## config.mk

```make
export PLATFORM = sky130hd
export DESIGN_NAME = userio_osd
export DESIGN_NICKNAME = d
export VERILOG_FILES = /design/src/hw/osd_pkg.sv /design/src/hw/osd_cmd_decoder.sv /design/src/hw/osd_config_regs.sv /design/src/hw/osd_mem_writer.sv /design/src/hw/osd_write_fifo.sv /design/src/hw/osd_host_port.sv /design/src/hw/userio_osd.sv
export SDC_FILE = /design/constraint.sdc
export NUM_CORES = 1
export LEC_CHECK = 0
export ABC_AREA = 1
export CAP_MARGIN = 20
export CORE_MARGIN = 5
export CORE_UTILIZATION = 50
export DETAILED_ROUTE_END_ITERATION = 6
export DONT_BUFFER_PORTS = 1
export GPL_TIMING_DRIVEN = 0
export PLACE_DENSITY = 0.74
export SETUP_SLACK_MARGIN = 0.3
export SLEW_MARGIN = 10
export SYNTH_ARGS = -nofsm -noshare
export SYNTH_HDL_FRONTEND = slang
export SYNTH_SLANG_ARGS = --single-unit
```

## constraint.sdc

```tcl
create_clock -name clk -period 3.8 [get_ports clk]
set_clock_uncertainty 0.2 [all_clocks]
set_input_delay 0.19 -clock clk [delete_from_list [all_inputs] [get_ports clk]]
set_output_delay 0.19 -clock clk [all_outputs]
set_load 0.01 [all_outputs]
```

## src/hw/osd_pkg.sv

```systemverilog
// shared osd command types and constants; the fifo depth must stay a power of two
package osd_pkg;

  // ----------------------------------------
  // plain vectors with a meaning
  typedef logic [7:0]  byte_t;
  typedef logic [2:0]  dat_cnt_t;
  typedef logic [23:0] host_adr_t;
  typedef logic [15:0] host_word_t;

  // top six bits of a command byte
  typedef enum logic [5:0] {
    cmd_nop          = 6'b0_000_00,
    cmd_reset_ctrl   = 6'b0_000_10,
    cmd_osd_ctrl     = 6'b0_010_10,
    cmd_chip_cfg     = 6'b0_000_01,
    cmd_cpu_cfg      = 6'b0_001_01,
    cmd_memory_cfg   = 6'b0_010_01,
    cmd_video_cfg    = 6'b0_011_01,
    cmd_floppy_cfg   = 6'b0_100_01,
    cmd_harddisk_cfg = 6'b0_101_01,
    cmd_joystick_cfg = 6'b0_110_01,
    cmd_mem_write    = 6'b0_001_11,
    cmd_version      = 6'b1_000_10
  } cmd_code_t;

  // ----------------------------------------
  // sizes and reset values
  localparam int fifo_depth = 4;
  localparam int fifo_adr_w = $clog2(fifo_depth);
  // data index stops counting here
  localparam dat_cnt_t dat_cnt_max = 3'd4;
  // byte 0 is the rightmost lane
  localparam logic [3:0][7:0] rtl_version_bytes = {8'd0, 8'd0, 8'd1, 8'd0};
  localparam logic [5:0] memory_cfg_default = 6'b000101;

  // ----------------------------------------
  // bundles between blocks
  typedef struct packed {
    logic  rst;
    logic  osd;
    logic  chipset;
    logic  cpu;
    logic  memory;
    logic  video;
    logic  floppy;
    logic  harddisk;
    logic  joystick;
    byte_t data;
  } cfg_wr_t;

  typedef struct packed {
    logic  start;
    logic  adr0;
    logic  adr1;
    logic  adr2;
    logic  wr;
    byte_t dat;
  } mem_ev_t;

  typedef struct packed {
    logic       osd_enable;
    logic       key_disable;
    logic [1:0] lr_filter;
    logic [1:0] hr_filter;
    logic [1:0] scanline;
    logic [1:0] dither;
    logic [5:0] memory;
    logic [4:0] chipset;
    logic [3:0] floppy;
    logic [3:0] cpu;
    logic [2:0] harddisk;
    logic [1:0] autofire;
    logic       usr_rst;
    logic       cpu_rst;
    logic       cpu_hlt;
  } cfg_out_t;

endpackage

```

## src/hw/osd_cmd_decoder.sv

```systemverilog
// byte_valid must be a one cycle strobe and the byte stream has no back-pressure
`timescale 1ns/1ps

module osd_cmd_decoder import osd_pkg::*; (
  input  logic      clk,
  input  logic      reset,
  input  logic      byte_valid,
  input  logic      byte_is_cmd,
  input  byte_t     byte_data,
  output cfg_wr_t   cfg_wr,
  output mem_ev_t   mem_ev,
  output cmd_code_t cmd_now,
  output dat_cnt_t  dat_cnt
);

  logic data_stb;
  logic first_stb;
  logic mem_sel;

  // ----------------------------------------
  // command latch and data index
  always_ff @(posedge clk) begin
    if (reset) begin
      cmd_now <= cmd_nop;
      dat_cnt <= '0;
    end else if (byte_valid && byte_is_cmd) begin
      cmd_now <= cmd_code_t'(byte_data[7:2]);
      dat_cnt <= '0;
    end else if (byte_valid && dat_cnt != dat_cnt_max) begin
      // saturates so long bursts keep index 4
      dat_cnt <= dat_cnt + 3'd1;
    end
  end

  assign data_stb  = byte_valid && !byte_is_cmd;
  assign first_stb = data_stb && (dat_cnt == 3'd0);
  assign mem_sel   = (cmd_now == cmd_mem_write);

  // ----------------------------------------
  // register write strobes, first data byte only
  assign cfg_wr.rst      = first_stb && (cmd_now == cmd_reset_ctrl);
  assign cfg_wr.osd      = first_stb && (cmd_now == cmd_osd_ctrl);
  assign cfg_wr.chipset  = first_stb && (cmd_now == cmd_chip_cfg);
  assign cfg_wr.cpu      = first_stb && (cmd_now == cmd_cpu_cfg);
  assign cfg_wr.memory   = first_stb && (cmd_now == cmd_memory_cfg);
  assign cfg_wr.video    = first_stb && (cmd_now == cmd_video_cfg);
  assign cfg_wr.floppy   = first_stb && (cmd_now == cmd_floppy_cfg);
  assign cfg_wr.harddisk = first_stb && (cmd_now == cmd_harddisk_cfg);
  assign cfg_wr.joystick = first_stb && (cmd_now == cmd_joystick_cfg);
  assign cfg_wr.data     = byte_data;

  // ----------------------------------------
  // memory write events
  // new mem write command restarts byte pairing
  assign mem_ev.start = byte_valid && byte_is_cmd && (byte_data[7:2] == cmd_mem_write);
  // address bytes lsb first
  assign mem_ev.adr0  = data_stb && mem_sel && (dat_cnt == 3'd0);
  assign mem_ev.adr1  = data_stb && mem_sel && (dat_cnt == 3'd1);
  assign mem_ev.adr2  = data_stb && mem_sel && (dat_cnt == 3'd2);
  // payload from index 3 on
  assign mem_ev.wr    = data_stb && mem_sel && (dat_cnt >= 3'd3);
  assign mem_ev.dat   = byte_data;

  // regs rely on a single write per data byte
  a_cfg_wr_onehot: assert property (@(posedge clk) disable iff (reset)
    $onehot0({cfg_wr.rst, cfg_wr.osd, cfg_wr.chipset, cfg_wr.cpu, cfg_wr.memory,
              cfg_wr.video, cfg_wr.floppy, cfg_wr.harddisk, cfg_wr.joystick}));

endmodule

```

## src/hw/osd_config_regs.sv

```systemverilog
// staged fields only reach cfg while cpu reset is held high
`timescale 1ns/1ps

module osd_config_regs import osd_pkg::*; (
  input  logic      clk,
  input  logic      reset,
  input  cfg_wr_t   cfg_wr,
  input  cmd_code_t cmd_now,
  input  dat_cnt_t  dat_cnt,
  input  byte_t     osd_ctrl,
  output cfg_out_t  cfg,
  output byte_t     rd_data
);

  // shadows of staged fields
  logic [5:0] mem_shadow;
  logic [3:0] cpu_shadow;
  logic [2:0] hd_shadow;
  logic       chip_shadow;

  // ----------------------------------------
  // immediate, shadow and reset-control regs
  always_ff @(posedge clk) begin
    if (reset) begin
      cfg         <= '0;
      cfg.memory  <= memory_cfg_default;
      cfg.cpu_rst <= 1'b1;
      cfg.cpu_hlt <= 1'b1;
      mem_shadow  <= memory_cfg_default;
      cpu_shadow  <= '0;
      hd_shadow   <= '0;
      chip_shadow <= 1'b0;
    end else begin
      if (cfg_wr.rst)
        {cfg.cpu_hlt, cfg.cpu_rst, cfg.usr_rst} <= cfg_wr.data[2:0];
      if (cfg_wr.osd)
        {cfg.key_disable, cfg.osd_enable} <= cfg_wr.data[1:0];
      if (cfg_wr.video)
        {cfg.dither, cfg.hr_filter, cfg.lr_filter, cfg.scanline} <= cfg_wr.data;
      if (cfg_wr.floppy)
        cfg.floppy <= cfg_wr.data[3:0];
      if (cfg_wr.joystick)
        cfg.autofire <= cfg_wr.data[1:0];
      // chipset bit 1 is staged, rest immediate
      if (cfg_wr.chipset) begin
        cfg.chipset[4:2] <= cfg_wr.data[4:2];
        cfg.chipset[0]   <= cfg_wr.data[0];
        chip_shadow      <= cfg_wr.data[1];
      end
      if (cfg_wr.memory)
        mem_shadow <= cfg_wr.data[5:0];
      if (cfg_wr.cpu)
        cpu_shadow <= cfg_wr.data[3:0];
      if (cfg_wr.harddisk)
        hd_shadow <= cfg_wr.data[2:0];
      // transfer staged values during cpu reset
      if (cfg.cpu_rst) begin
        cfg.memory     <= mem_shadow;
        cfg.cpu        <= cpu_shadow;
        cfg.harddisk   <= hd_shadow;
        cfg.chipset[1] <= chip_shadow;
      end
    end
  end

  // ----------------------------------------
  // read data
  always_comb begin
    if (cmd_now == cmd_version)
      rd_data = (dat_cnt < 3'd3) ? rtl_version_bytes[dat_cnt[1:0]] : 8'h00;
    else
      rd_data = osd_ctrl;
  end

endmodule

```

## src/hw/osd_mem_writer.sv

```systemverilog
// sender keeps words out while fifo_full is high; an odd trailing byte is never pushed
`timescale 1ns/1ps

module osd_mem_writer import osd_pkg::*; (
  input  logic       clk,
  input  logic       reset,
  input  mem_ev_t    mem_ev,
  input  logic       fifo_full,
  output logic       push,
  output host_word_t push_word,
  output logic       adr_load,
  output host_adr_t  adr_start
);

  byte_t hi_byte;
  logic  have_hi;

  // ----------------------------------------
  // start address, three bytes lsb first
  always_ff @(posedge clk) begin
    if (mem_ev.adr0)
      adr_start[7:0] <= mem_ev.dat;
    if (mem_ev.adr1)
      adr_start[15:8] <= mem_ev.dat;
    if (mem_ev.adr2)
      adr_start[23:16] <= mem_ev.dat;
  end

  // load pulse once the top byte has landed
  always_ff @(posedge clk) begin
    if (reset)
      adr_load <= 1'b0;
    else
      adr_load <= mem_ev.adr2;
  end

  // ----------------------------------------
  // byte pairing
  always_ff @(posedge clk) begin
    if (reset) begin
      have_hi <= 1'b0;
    end else if (mem_ev.start) begin
      have_hi <= 1'b0;
    end else if (mem_ev.wr) begin
      // toggles each payload byte
      have_hi <= !have_hi;
    end
  end

  // upper half holder
  always_ff @(posedge clk) begin
    if (mem_ev.wr && !have_hi)
      hi_byte <= mem_ev.dat;
  end

  // second byte of a pair completes the word
  assign push      = mem_ev.wr && have_hi;
  assign push_word = {hi_byte, mem_ev.dat};

  // a word pushed while full would be dropped by the fifo
  a_no_push_full: assert property (@(posedge clk) disable iff (reset)
    push |-> !fifo_full);

endmodule

```

## src/hw/osd_write_fifo.sv

```systemverilog
// depth comes from fifo_depth and must be a power of two; no first-word fall-through delay
`timescale 1ns/1ps

module osd_write_fifo import osd_pkg::*; (
  input  logic       clk,
  input  logic       reset,
  input  logic       push,
  input  host_word_t push_word,
  input  logic       pop,
  output host_word_t head,
  output logic       empty,
  output logic       full
);

  host_word_t            mem [fifo_depth];
  logic [fifo_adr_w-1:0] wr_ptr;
  logic [fifo_adr_w-1:0] rd_ptr;
  logic [fifo_adr_w:0]   count;

  // storage
  always_ff @(posedge clk) begin
    if (push)
      mem[wr_ptr] <= push_word;
  end

  // ----------------------------------------
  // pointers and occupancy
  always_ff @(posedge clk) begin
    if (reset) begin
      wr_ptr <= '0;
      rd_ptr <= '0;
      count  <= '0;
    end else begin
      // pointers wrap on their own
      if (push)
        wr_ptr <= wr_ptr + fifo_adr_w'(1);
      if (pop)
        rd_ptr <= rd_ptr + fifo_adr_w'(1);
      case ({push, pop})
        2'b10:   count <= count + (fifo_adr_w + 1)'(1);
        2'b01:   count <= count - (fifo_adr_w + 1)'(1);
        default: count <= count;
      endcase
    end
  end

  assign head  = mem[rd_ptr];
  assign empty = (count == '0);
  assign full  = (count == (fifo_adr_w + 1)'(fifo_depth));

  a_no_pop_empty: assert property (@(posedge clk) disable iff (reset) pop |-> !empty);
  a_no_push_full: assert property (@(posedge clk) disable iff (reset) push |-> !full);

endmodule

```

## src/hw/osd_host_port.sv

```systemverilog
// host must complete four-phase req/ack; one word in flight, write only
`timescale 1ns/1ps

module osd_host_port import osd_pkg::*; (
  input  logic       clk,
  input  logic       reset,
  input  logic       adr_load,
  input  host_adr_t  adr_start,
  input  logic       empty,
  input  host_word_t head,
  input  logic       host_ack,
  output logic       pop,
  output logic       host_cs,
  output logic       host_we,
  output logic [1:0] host_bs,
  output host_adr_t  host_adr,
  output host_word_t host_wdat
);

  typedef enum logic [1:0] {
    st_idle,
    st_req,
    st_release
  } port_state_t;

  port_state_t state;
  host_adr_t   adr_q;

  // ----------------------------------------
  // handshake FSM
  always_ff @(posedge clk) begin
    if (reset) begin
      state <= st_idle;
    end else begin
      case (state)
        st_idle:    if (!empty) state <= st_req;
        st_req:     if (host_ack) state <= st_release;
        // wait out the ack before next word
        st_release: if (!host_ack) state <= st_idle;
        default:    state <= st_idle;
      endcase
    end
  end

  // word accepted on the ack edge
  assign pop = (state == st_req) && host_ack;

  // address counter, two bytes per word
  always_ff @(posedge clk) begin
    if (reset)
      adr_q <= '0;
    else if (adr_load)
      adr_q <= adr_start;
    else if (pop)
      adr_q <= adr_q + 24'd2;
  end

  // ----------------------------------------
  // host bus
  assign host_cs   = (state == st_req);
  assign host_we   = host_cs;
  assign host_bs   = {2{host_cs}};
  assign host_adr  = adr_q;
  assign host_wdat = head;

  // request held until the host answers
  a_cs_until_ack: assert property (@(posedge clk) disable iff (reset)
    host_cs && !host_ack |=> host_cs);

endmodule

```

## src/hw/userio_osd.sv

```systemverilog
// command side only; byte stream arrives framed and host_rdat is not used
`timescale 1ns/1ps

module userio_osd import osd_pkg::*; (
  input  logic       clk,
  input  logic       reset,
  input  logic       byte_valid,
  input  logic       byte_is_cmd,
  input  byte_t      byte_data,
  input  byte_t      osd_ctrl,
  input  host_word_t host_rdat,
  input  logic       host_ack,
  output byte_t      rd_data,
  output cfg_out_t   cfg,
  output logic       fifo_full,
  output logic       host_cs,
  output logic       host_we,
  output logic [1:0] host_bs,
  output host_adr_t  host_adr,
  output host_word_t host_wdat
);

  // decoder outputs
  cfg_wr_t    cfg_wr;
  mem_ev_t    mem_ev;
  cmd_code_t  cmd_now;
  dat_cnt_t   dat_cnt;

  // memory path links
  logic       push;
  host_word_t push_word;
  logic       adr_load;
  host_adr_t  adr_start;
  logic       pop;
  host_word_t head;
  logic       empty;

  // ----------------------------------------
  // byte side
  osd_cmd_decoder u_decoder (
    .clk(clk),
    .reset(reset),
    .byte_valid(byte_valid),
    .byte_is_cmd(byte_is_cmd),
    .byte_data(byte_data),
    .cfg_wr(cfg_wr),
    .mem_ev(mem_ev),
    .cmd_now(cmd_now),
    .dat_cnt(dat_cnt)
  );

  osd_config_regs u_regs (
    .clk(clk),
    .reset(reset),
    .cfg_wr(cfg_wr),
    .cmd_now(cmd_now),
    .dat_cnt(dat_cnt),
    .osd_ctrl(osd_ctrl),
    .cfg(cfg),
    .rd_data(rd_data)
  );

  // ----------------------------------------
  // memory write path
  osd_mem_writer u_mem_writer (
    .clk(clk),
    .reset(reset),
    .mem_ev(mem_ev),
    .fifo_full(fifo_full),
    .push(push),
    .push_word(push_word),
    .adr_load(adr_load),
    .adr_start(adr_start)
  );

  osd_write_fifo u_fifo (
    .clk(clk),
    .reset(reset),
    .push(push),
    .push_word(push_word),
    .pop(pop),
    .head(head),
    .empty(empty),
    .full(fifo_full)
  );

  osd_host_port u_host_port (
    .clk(clk),
    .reset(reset),
    .adr_load(adr_load),
    .adr_start(adr_start),
    .empty(empty),
    .head(head),
    .host_ack(host_ack),
    .pop(pop),
    .host_cs(host_cs),
    .host_we(host_we),
    .host_bs(host_bs),
    .host_adr(host_adr),
    .host_wdat(host_wdat)
  );

endmodule

```

==> results.txt, run 1 <==
----------------------------------------------------
[Status]
  Status ... complete, no violations

[Setup path]
  Category of the most critical setup path ... in -> reg
  List of cells traversed by the critical path ... dlygate4sd3_1 > nand2_2 > dlygate4sd3_1 > nor3_2 > nand3_2 > nor2_2
  Worst stage delay on the critical path ... 0.77 ns
  Slowest-stage cell, CP ... nor2_2
  Crit-path max FO ... 16
  Worst reg-to-reg path cell count ... 11
  Worst Setup End Kind ... register
  Cell with the most instances on the worst path ... dlygate4sd3_1
  Data arrival time of the worst path ... 2.79 ns
  Data required time of the critical path ... 3.66 ns
  Type of origin of the critical path ... primary input

[STA]
  Slew Limit Headroom ... roughly two fifths
  RSZ-0062 raised after global routing ... false
  Final hold violation count ... 0
  Maximum operating frequency ... about 340 MHz
  Actual transition at the worst max-transition pin ... 0.8989 ns
  Fin. max-slew vios ... 0
  Crit path time final ... 2.926 ns
  Aggregate negative setup slack ... 0 ns
  # setup viols final ... 0
  Final period util ... between 70% and 80%

[Synthesis]
  Top post-synthesis cells by area ... edfxtp_1 (37%), dfxtp_1 (25%), o21ai_0 (7.0%)
  Sequential element share of the synthesized area ... 61.14%
  Warning count from the yosys run ... 0
  Main flop type after synthesis ... dfxtp_1
  Netlist area before placement ... slightly below 8000 µm²
  Net count after synthesis ... 880
  Mean Syn Cell Area ... between 9 and 10 µm²
  Number of enable flip-flop cells after synthesis ... 96
  Cell count after synthesis ... around 830
  Top cell type by total area after synthesis ... edfxtp_1
  Top cell type's share of synthesized area ... between 30% and 40%
  Async SR Flop Fraction ... 0%
  Number of distinct library cells after synthesis ... 41
  Number of flip-flops and latches in the synthesized netlist ... between 150 and 200

[Place]
  Number of input and output port buffers inserted ... 0
  Global placement routability congestion ... approximately 0.90
  Detailed Place HPWL ... between 10 and 15 mm
  Standard cell area after detailed placement ... 8217 µm²

[Clock tree]
  CTS tree ... yes
  Post-CTS setup repair buffer count ... 0
  Clock latency of the later-clocked register in the worst-skew pair ... between 0.4 and 0.5 ns
  Buffers from clock root to sink, at most ... 2
  Buffer type at the clock tree root ... clkbuf_16
  Max H-tree Level ... 4
  Number of resized instances in the post-cts repair step ... 0
  Number of buffers added to fix hold violations after cts ... 12
  Number of sinks on the clock net ... 193
  Num CTS Buffers ... 17
  Clock transition at the registers of the reported paths ... 0.07 ns

[Detailed routing]
  Antenna violation net count after detailed routing ... 0
  Post-Route WL ... approximately 19 mm
  DR pass1 iterations ... 5
  Total number of vias ... 5945
  Number of vias per cell after detailed routing ... ~5.4
  Violation count after the first detailed-route iteration ... about 480
  Routed wire per std cell ... between 15 and 20 µm
  DRC Markers ... 0

[Global route]
  Largest net degree at the start of global routing ... 19
  Global-route wire length before repair ... approximately 30 mm
  Number of antenna violations at the first check in global routing ... 2
  Vias in the first global route ... 5583
  Overall routing resource usage ... between 20% and 30%
  Gr ovfl total ... 0

[Die]
  Core footprint ... ~16000 µm²
  Area of the die ... about 18000 µm²
  Number of core rows ... 46
  Die outline height ... between 100 and 150 µm
  Horizontal die dimension ... 135.6 µm
  Effective utilization at floorplan ... between 50% and 60%
  Number of placed I/O pins ... ~130

[Pwr]
  Share of power burned in registers ... between 50% and 60%
  Relative contribution of combinational cells to total power ... under 10%
  Psw ... ~990 µW
  Static leakage power ... between 3 and 4 nW
  Internal ... approximately 3.2 mW
  Net switching fraction of the power ... a little under a quarter
  Part of the total power dissipated in the clock network ... between 40% and 50%
  Worst IR drop on VDD ... between 300 and 400 µV
  Power per cell area ... between 400 and 500 nW/µm²

[Layout]
  Seq. cell area ... 4825 µm²
  Ratio of cells with drive above 1 in the final layout ... roughly 8.8%
  Final instance area ... slightly below 9000 µm²
  P&R area growth vs syn ... 13.21%
  Net count of the finished layout ... 914
  Final-layout fill cell count ... 1347
  Multi-input logic area ... 2603 µm²

[Hold path]
  WHS Path Cells ... 5
  Hold Path Class ... in -> reg

[Job]
  Maximum capacitance violations ... 0

----------------------------------------------------
worst paths after layout:
path,startpoint,endpoint,slack [ns]
max,byte_valid,u_fifo.mem[1][14],0.87
min,host_ack,u_host_port.host_adr[13],0.02
max reg2reg,u_decoder.dat_cnt[0],u_fifo.count[2],1.24
min reg2reg,u_mem_writer.adr_start[6],u_host_port.host_adr[6],0.27
critical path: cells and delay by family:
family,cells,cell delay (ns)
buffers and inverters,2,1.17
AND/OR/NAND/NOR,4,1.42
flip-flops by register name, indices dropped and copies added, names as in the netlist, named ones only:
signal and flops:
u_mem_writer.hi_byte 8, u_decoder.dat_cnt 3, u_regs.cpu_shadow 4, u_host_port.state 2, u_fifo.mem 64, u_regs.cfg 37, u_fifo.count 3, u_regs.hd_shadow 3
u_regs.chip_shadow 1, u_host_port.host_adr 24, u_decoder.cmd_now 6, u_fifo.wr_ptr 2, u_fifo.rd_ptr 2, u_mem_writer.adr_load 1, u_mem_writer.have_hi 1, u_regs.mem_shadow 6
u_mem_writer.adr_start 24
synthesized netlist by cell type, drive strengths merged (2+ instances only):
library cell  instances
xnor2                 2
dfxtp                97
a31oi                 7
o22ai                16
o21ai               111
nand2               105
o211ai                4
nor4                  2
nor2                141
inv                  86
clkbuf               22
edfxtp               96
clkinv                2
a22o                  2
ha                   11
nor3                 13
nand3                30
a21oi                59
nand4                 4
buf                   8
xor2                  4
power by group through the flow:
stage | Combinational [mW] | Sequential [mW] | Clock (mW)
final | 0.221 | 2.21 | 1.78
after global routing | 0.246 | 2.21 | 1.89
after CTS | 0.221 | 2.21 | 1.79
after detailed placement | 0.190 | 2.26 | 0
after global placement | 0.186 | 2.26 | 0
after floorplan | 0.142 | 2.25 | 0
cell usage in the layout, fill, tap and decap left out, drive strengths merged, types with 2 or more instances in the layout:
cell / Yosys / final
a21oi: 59 / 59
a22o: 2 / 2
a31oi: 7 / 7
buf: 8 / 11
clkbuf: 22 / 41
clkinv: 2 / 6
dfxtp: 97 / 97
diode: 0 / 2
dlygate4sd3: 0 / 12
edfxtp: 96 / 96
ha: 11 / 11
inv: 86 / 94
nand2: 105 / 105
nand3: 30 / 30
nand4: 4 / 4
nor2: 141 / 141
nor3: 13 / 13
nor4: 2 / 2
o211ai: 4 / 4
o21ai: 111 / 111
o22ai: 16 / 16
xnor2: 2 / 2
xor2: 4 / 4
cells by family after synthesis:
logic type / after synthesis / synth area share, %
DFF: 193 / 61.14
buffers and inverters: 118 / 6.009
adders and majority gates: 12 / 1.998
AOI/OAI and AO/OA: 204 / 13.70
and+or+nand+nor: 298 / 16.49
xor gates and xnor gates: 6 / 0.6659
final cells by class:
class                           instances  share of cell area (%)
Inverter                               88                   3.711
Clock buffer                           19                   5.084
Clock inverter                         13                   1.541
Timing Repair Buffer                   15                   1.849
Buffer                                 30                   1.597
Sequential cell                       193                   54.01
Antenna cell                            2                 0.05602
Multi-Input combinational cell        520                   29.13
Tap cell                              216                   3.025
layer usage:
metal | GRT usage [%] | part of all wire (%)
met5 | 0 | 0.036
met4 | 6.327 | 1.8
met3 | 7.875 | 10
met2 | 34.40 | 47
met1 | 26.73 | 41
metrics by stage:
stage | cells | setup WS (ns) | hold WS [ns] | total power [mW] | util, %
2_1_floorplan | 831 | 1.499 | 0.08887 | 2.395 | -
3_3_place_gp | 1047 | 0.8785 | 0.08957 | 2.444 | 52.13
3_5_place_dp | 1050 | 1.262 | 0.08965 | 2.449 | 52.49
4_1_cts | 1094 | 0.8360 | 0.005960 | 4.225 | 57.03
5_1_grt | 1095 | 0.7343 | 0.02510 | 4.353 | 57.05
6_report | 1096 | 0.8742 | 0.01549 | 4.213 | 57.07
Note: power is estimated with default switching activity, not from simulation.
==> run 2, diff against run 1 <==
Settings changed: ABC_AREA 1 to 0.
Clock period 3.8 ns to 3.05 ns, I/O delays scaled along.
==> run 2 against run 1 <==
Compared with the run above:
- synthesized area fell by 2.0%
- critical path type is now reg -> reg
- combinational power down 37%
- first-iteration DRC count fell by 37%
- worst setup slack got worse by 0.54 ns
- worst hold slack got worse by 0.0096 ns
- critical endpoint is now u_fifo.count[2]
==> results.txt, run 2 <==
----------------------------------------------------
[Detailed routing]
  Routed wire per std cell ... 20.71 µm (+18%)
  Antenna violation net count after detailed routing ... 0 (unchanged)
  Total number of vias ... 4887 (-18%)
  DRC Markers ... 0 (unchanged)
  Violation count after the first detailed-route iteration ... 301 (-37%)
  Number of vias per cell after detailed routing ... 5.839 (+7.6%)
  DR pass1 iterations ... 5 (unchanged)
  Post-Route WL ... 17.33 mm (-10%)

[Setup path]
  Category of the most critical setup path ... reg -> reg
  Slowest-stage cell, CP ... fa_1
  Dominant delay contributor by cell family on the critical path ... adder cells
  Worst stage delay on the critical path ... 0.38 ns (-0.39 ns)
  List of cells traversed by the critical path ... ha_1 > ha_1 > a211oi_4 > nor4b_4 > inv_1 > ha_1 > inv_1 > fa_1 > xor2_1 > or3_1 > a21oi_1
  Cell with the most instances on the worst path ... ha_1
  Worst Setup End Kind ... register
  CP Buf/Inv Count ... 2 (unchanged)
  Type of origin of the critical path ... register
  Data required time of the critical path ... 3.21 ns (-0.45 ns)
  Crit-path max FO ... 5 (-11)
  Data arrival time of the worst path ... 2.87 ns (+0.08 ns)

[Clock tree]
  Buffers from clock root to sink, at most ... 2 (unchanged)
  Number of sinks on the clock net ... 193 (unchanged)
  Max H-tree Level ... 4 (unchanged)
  Buffer type at the clock tree root ... clkbuf_16
  Clock transition at the registers of the reported paths ... 0.07 ns (about the same)
  Clock latency of the later-clocked register in the worst-skew pair ... 0.43 ns (about the same)
  CTS tree ... yes
  Num CTS Buffers ... 17 (unchanged)

[Place]
  Number of input and output port buffers inserted ... 0 (unchanged)
  Detailed Place HPWL ... 11.39 mm (-12%)
  Global placement routability congestion ... 0.8471 (-6.3%)

[Layout]
  Final-layout fill cell count ... 1204 (-11%)
  Seq. cell area ... 4835 µm² (+0.21%)
  Leading cell type in the layout, fill and taps excluded ... edfxtp_1
  Ratio of cells with drive above 1 in the final layout ... 12.65% (+3.9 points)
  Number of flip-flops under the largest register name ... 64 (unchanged)
  P&R area growth vs syn ... 13.74%
  Largest registers ranked by flip-flop count ... u_fifo.mem (64), u_regs.cfg (37)
  Register with the most flip-flops ... u_fifo.mem
  Commonest cells after routing, fill and taps aside ... edfxtp_1 (96), dfxtp_1 (91), nor2_1 (74), mux2i_1 (49), clkbuf_1 (25)
  Net count of the finished layout ... 684 (-25%)
  Multi-input logic area ... 2718 µm² (+4.4%)

[Synthesis]
  Cell count after synthesis ... 600 (-28%)
  Adder-cell area share of the yosys netlist ... 2.039% (+0.041 points)
  Share of synthesized cell area in and, or, nand and nor gates ... 13.98% (-2.5 points)
  Main flop type after synthesis ... dfxtp_1
  Number of distinct library cells after synthesis ... 51 (+24%)
  Top cell type's share of synthesized area ... 37.28% (+0.74 points)
  Netlist area before placement ... 7734 µm² (-2.0%)
  Post-synthesis xor/xnor area fraction ... 1.812% (+1.1 points)
  Most frequently used cell type in the post-synthesis netlist ... dfxtp_1
  Top post-synthesis cells by area ... edfxtp_1 (37%), dfxtp_1 (25%), mux2i_1 (6.3%)
  Net count after synthesis ... 649 (-26%)
  Number of enable flip-flop cells after synthesis ... 96 (unchanged)
  Main combinational cell family by area after synthesis ... simple AND/OR/NAND/NOR gates
  Sequential element share of the synthesized area ... 62.38% (+1.2 points)
  Mux contribution to synthesized area ... 11.00% (+11 points)
  Fraction of the mapped netlist area in compound gates ... 5.808% (-7.9 points)
  Async SR Flop Fraction ... 0% (unchanged)
  Top cell type by total area after synthesis ... edfxtp_1
  Number of flip-flops and latches in the synthesized netlist ... 193 (unchanged)
  Leading post-synthesis cells by instance count ... dfxtp_1 (97), edfxtp_1 (96), nor2_1 (74)
  Mean Syn Cell Area ... 12.89 µm² (+36%)
  Warning count from the yosys run ... 0 (unchanged)

[Pwr]
  Worst IR drop on VDD ... 422.1 µV (+32%)
  Psw ... 1.017 mW (+2.4%)
  Static leakage power ... 3.077 nW (-6.2%)
  Net switching fraction of the power ... 19.77% (-3.8 points)
  Part of the total power dissipated in the clock network ... 44.3% (+2.1 points)
  Relative contribution of combinational cells to total power ... 2.7% (-2.5 points)
  Share of power burned in registers ... 53.0% (+0.5 points)
  Power, Total ... 5.144 mW (+22%)
  Internal ... 4.127 mW (+28%)
  Power per cell area ... 584.8 nW/µm² (+24%)

[Die]
  Horizontal die dimension ... 134.4 µm (-0.93%)
  Effective utilization at floorplan ... 50.87% (+0.46 points)
  Number of placed I/O pins ... 127 (unchanged)
  Core footprint ... 15200 µm² (-2.9%)
  Area of the die ... 18050 µm² (-1.9%)
  Die outline height ... 134.4 µm (-0.93%)
  Number of core rows ... 45 (-2.2%)

[Global route]
  Number of antenna violations at the first check in global routing ... 1 (-1)
  Overall routing resource usage ... 19.71% (-1.5 points)
  Gr ovfl total ... 0 (unchanged)
  Largest net degree at the start of global routing ... 17 (-2)
  Vias in the first global route ... 5018 (-10%)
  Global-route wire length before repair ... 27.32 mm (-8.9%)

[STA]
  Fin. max-slew vios ... 0 (unchanged)
  Final hold violation count ... 0 (unchanged)
  Hold Worst Slack ... 0.005861 ns (-0.009630 ns)
  Slew Limit Headroom ... 38.89% (-1.1 points)
  Maximum operating frequency ... 368.6 MHz
  Actual transition at the worst max-transition pin ... 0.9142 ns (+0.01533 ns)
  # setup viols final ... 0 (unchanged)
  Aggregate negative setup slack ... 0 ns (unchanged)
  Crit path time final ... approximately 2.7 ns
  Final period util ... 88.96%
  RSZ-0062 raised after global routing ... true

[Job]
  Maximum capacitance violations ... 0 (unchanged)

[Status]
  Status ... complete, no violations

[Hold path]
  Hold Path Class ... in -> reg

----------------------------------------------------
run 2: layout make-up:
cell class	count	area share (%)
timing repair buffer	16	1.707
sequential	193	54.96
inverter	18	0.7681
multi-input combinational	351	30.90
clock buffer	25	5.989
tap	188	2.674
buffer	38	1.906
antenna	1	0.02845
clock inverter	7	1.067
run 2: final timing paths:
| path | startpoint | end | slack [ns] | cells past startpoint |
|---|---|---|---|---|
| max reg2reg | u_decoder.dat_cnt[1] | u_fifo.count[2] | 0.34 | 11 |
| min reg2reg | u_regs.mem_shadow[2] | u_regs.cfg[23] | 0.28 | 1 |
| max | u_decoder.dat_cnt[1] | u_fifo.count[2] | 0.34 | 11 |
| min | reset | u_regs.cfg[35] | 0.006 | 3 |
run 2: routing by layer:
metal | vias up | share of wire (%) | global-route usage, %
met4 | 0 | 1.5 | 5.600
met3 | 22 | 8.8 | 8.140
li1 | 2278 | - | -
met2 | 189 | 49 | 32.85
met1 | 2398 | 41 | 23.61
met5 | - | 0 | 0
run 2: cell families (layout without fill, tap and decap cells):
| logic type | after synthesis | in the layout |
|---|---|---|
| AND/OR/NAND/NOR | 195 | 195 |
| multiplexers | 65 | 65 |
| adder cells (fa/ha/maj) | 12 | 12 |
| XOR/XNOR | 16 | 16 |
| AO/OA/AOI/OAI | 63 | 63 |
| flip-flops | 193 | 193 |
| other | 0 | 1 |
| buffers and inverters | 56 | 104 |
run 2: tightest hold or removal path, stage by stage:
cell      delay, ns
clkbuf_1       0.23
nand2b_1       0.15
mux2i_1        0.06
run 2: what timing repair did:
action / 4_1_cts / 5_1_grt
cloned: 0 / 0
endpoints found under the setup margin: 74 / 26
resized for setup: 10 / 13
hold buffers: 12 / 0
buffers inserted: 0 / 3
hold endpoints to repair: 109 / 0
pin swaps: 1 / 2
run 2: through the flow:
step,cell area (µm²),setup WS [ns],std cells,util (%)
3_3_place_gp,7969,0.1573,788,52.42
5_1_grt,8796,0.2196,837,57.86
2_1_floorplan,7734,0.4174,600,-
3_5_place_dp,7983,0.06724,789,52.51
6_report,8796,0.3367,837,57.86
4_1_cts,8748,0.2080,833,57.55
run 2: power groups by stage:
stage / registers, mW / clock network [mW] / logic, mW
global placement: 2.78 / 0 / 0.0944
floorplan: 2.78 / 0 / 0.0712
global route: 2.73 / 2.44 / 0.150
finish: 2.73 / 2.28 / 0.139
CTS: 2.73 / 2.32 / 0.137
detailed placement: 2.78 / 0 / 0.0982
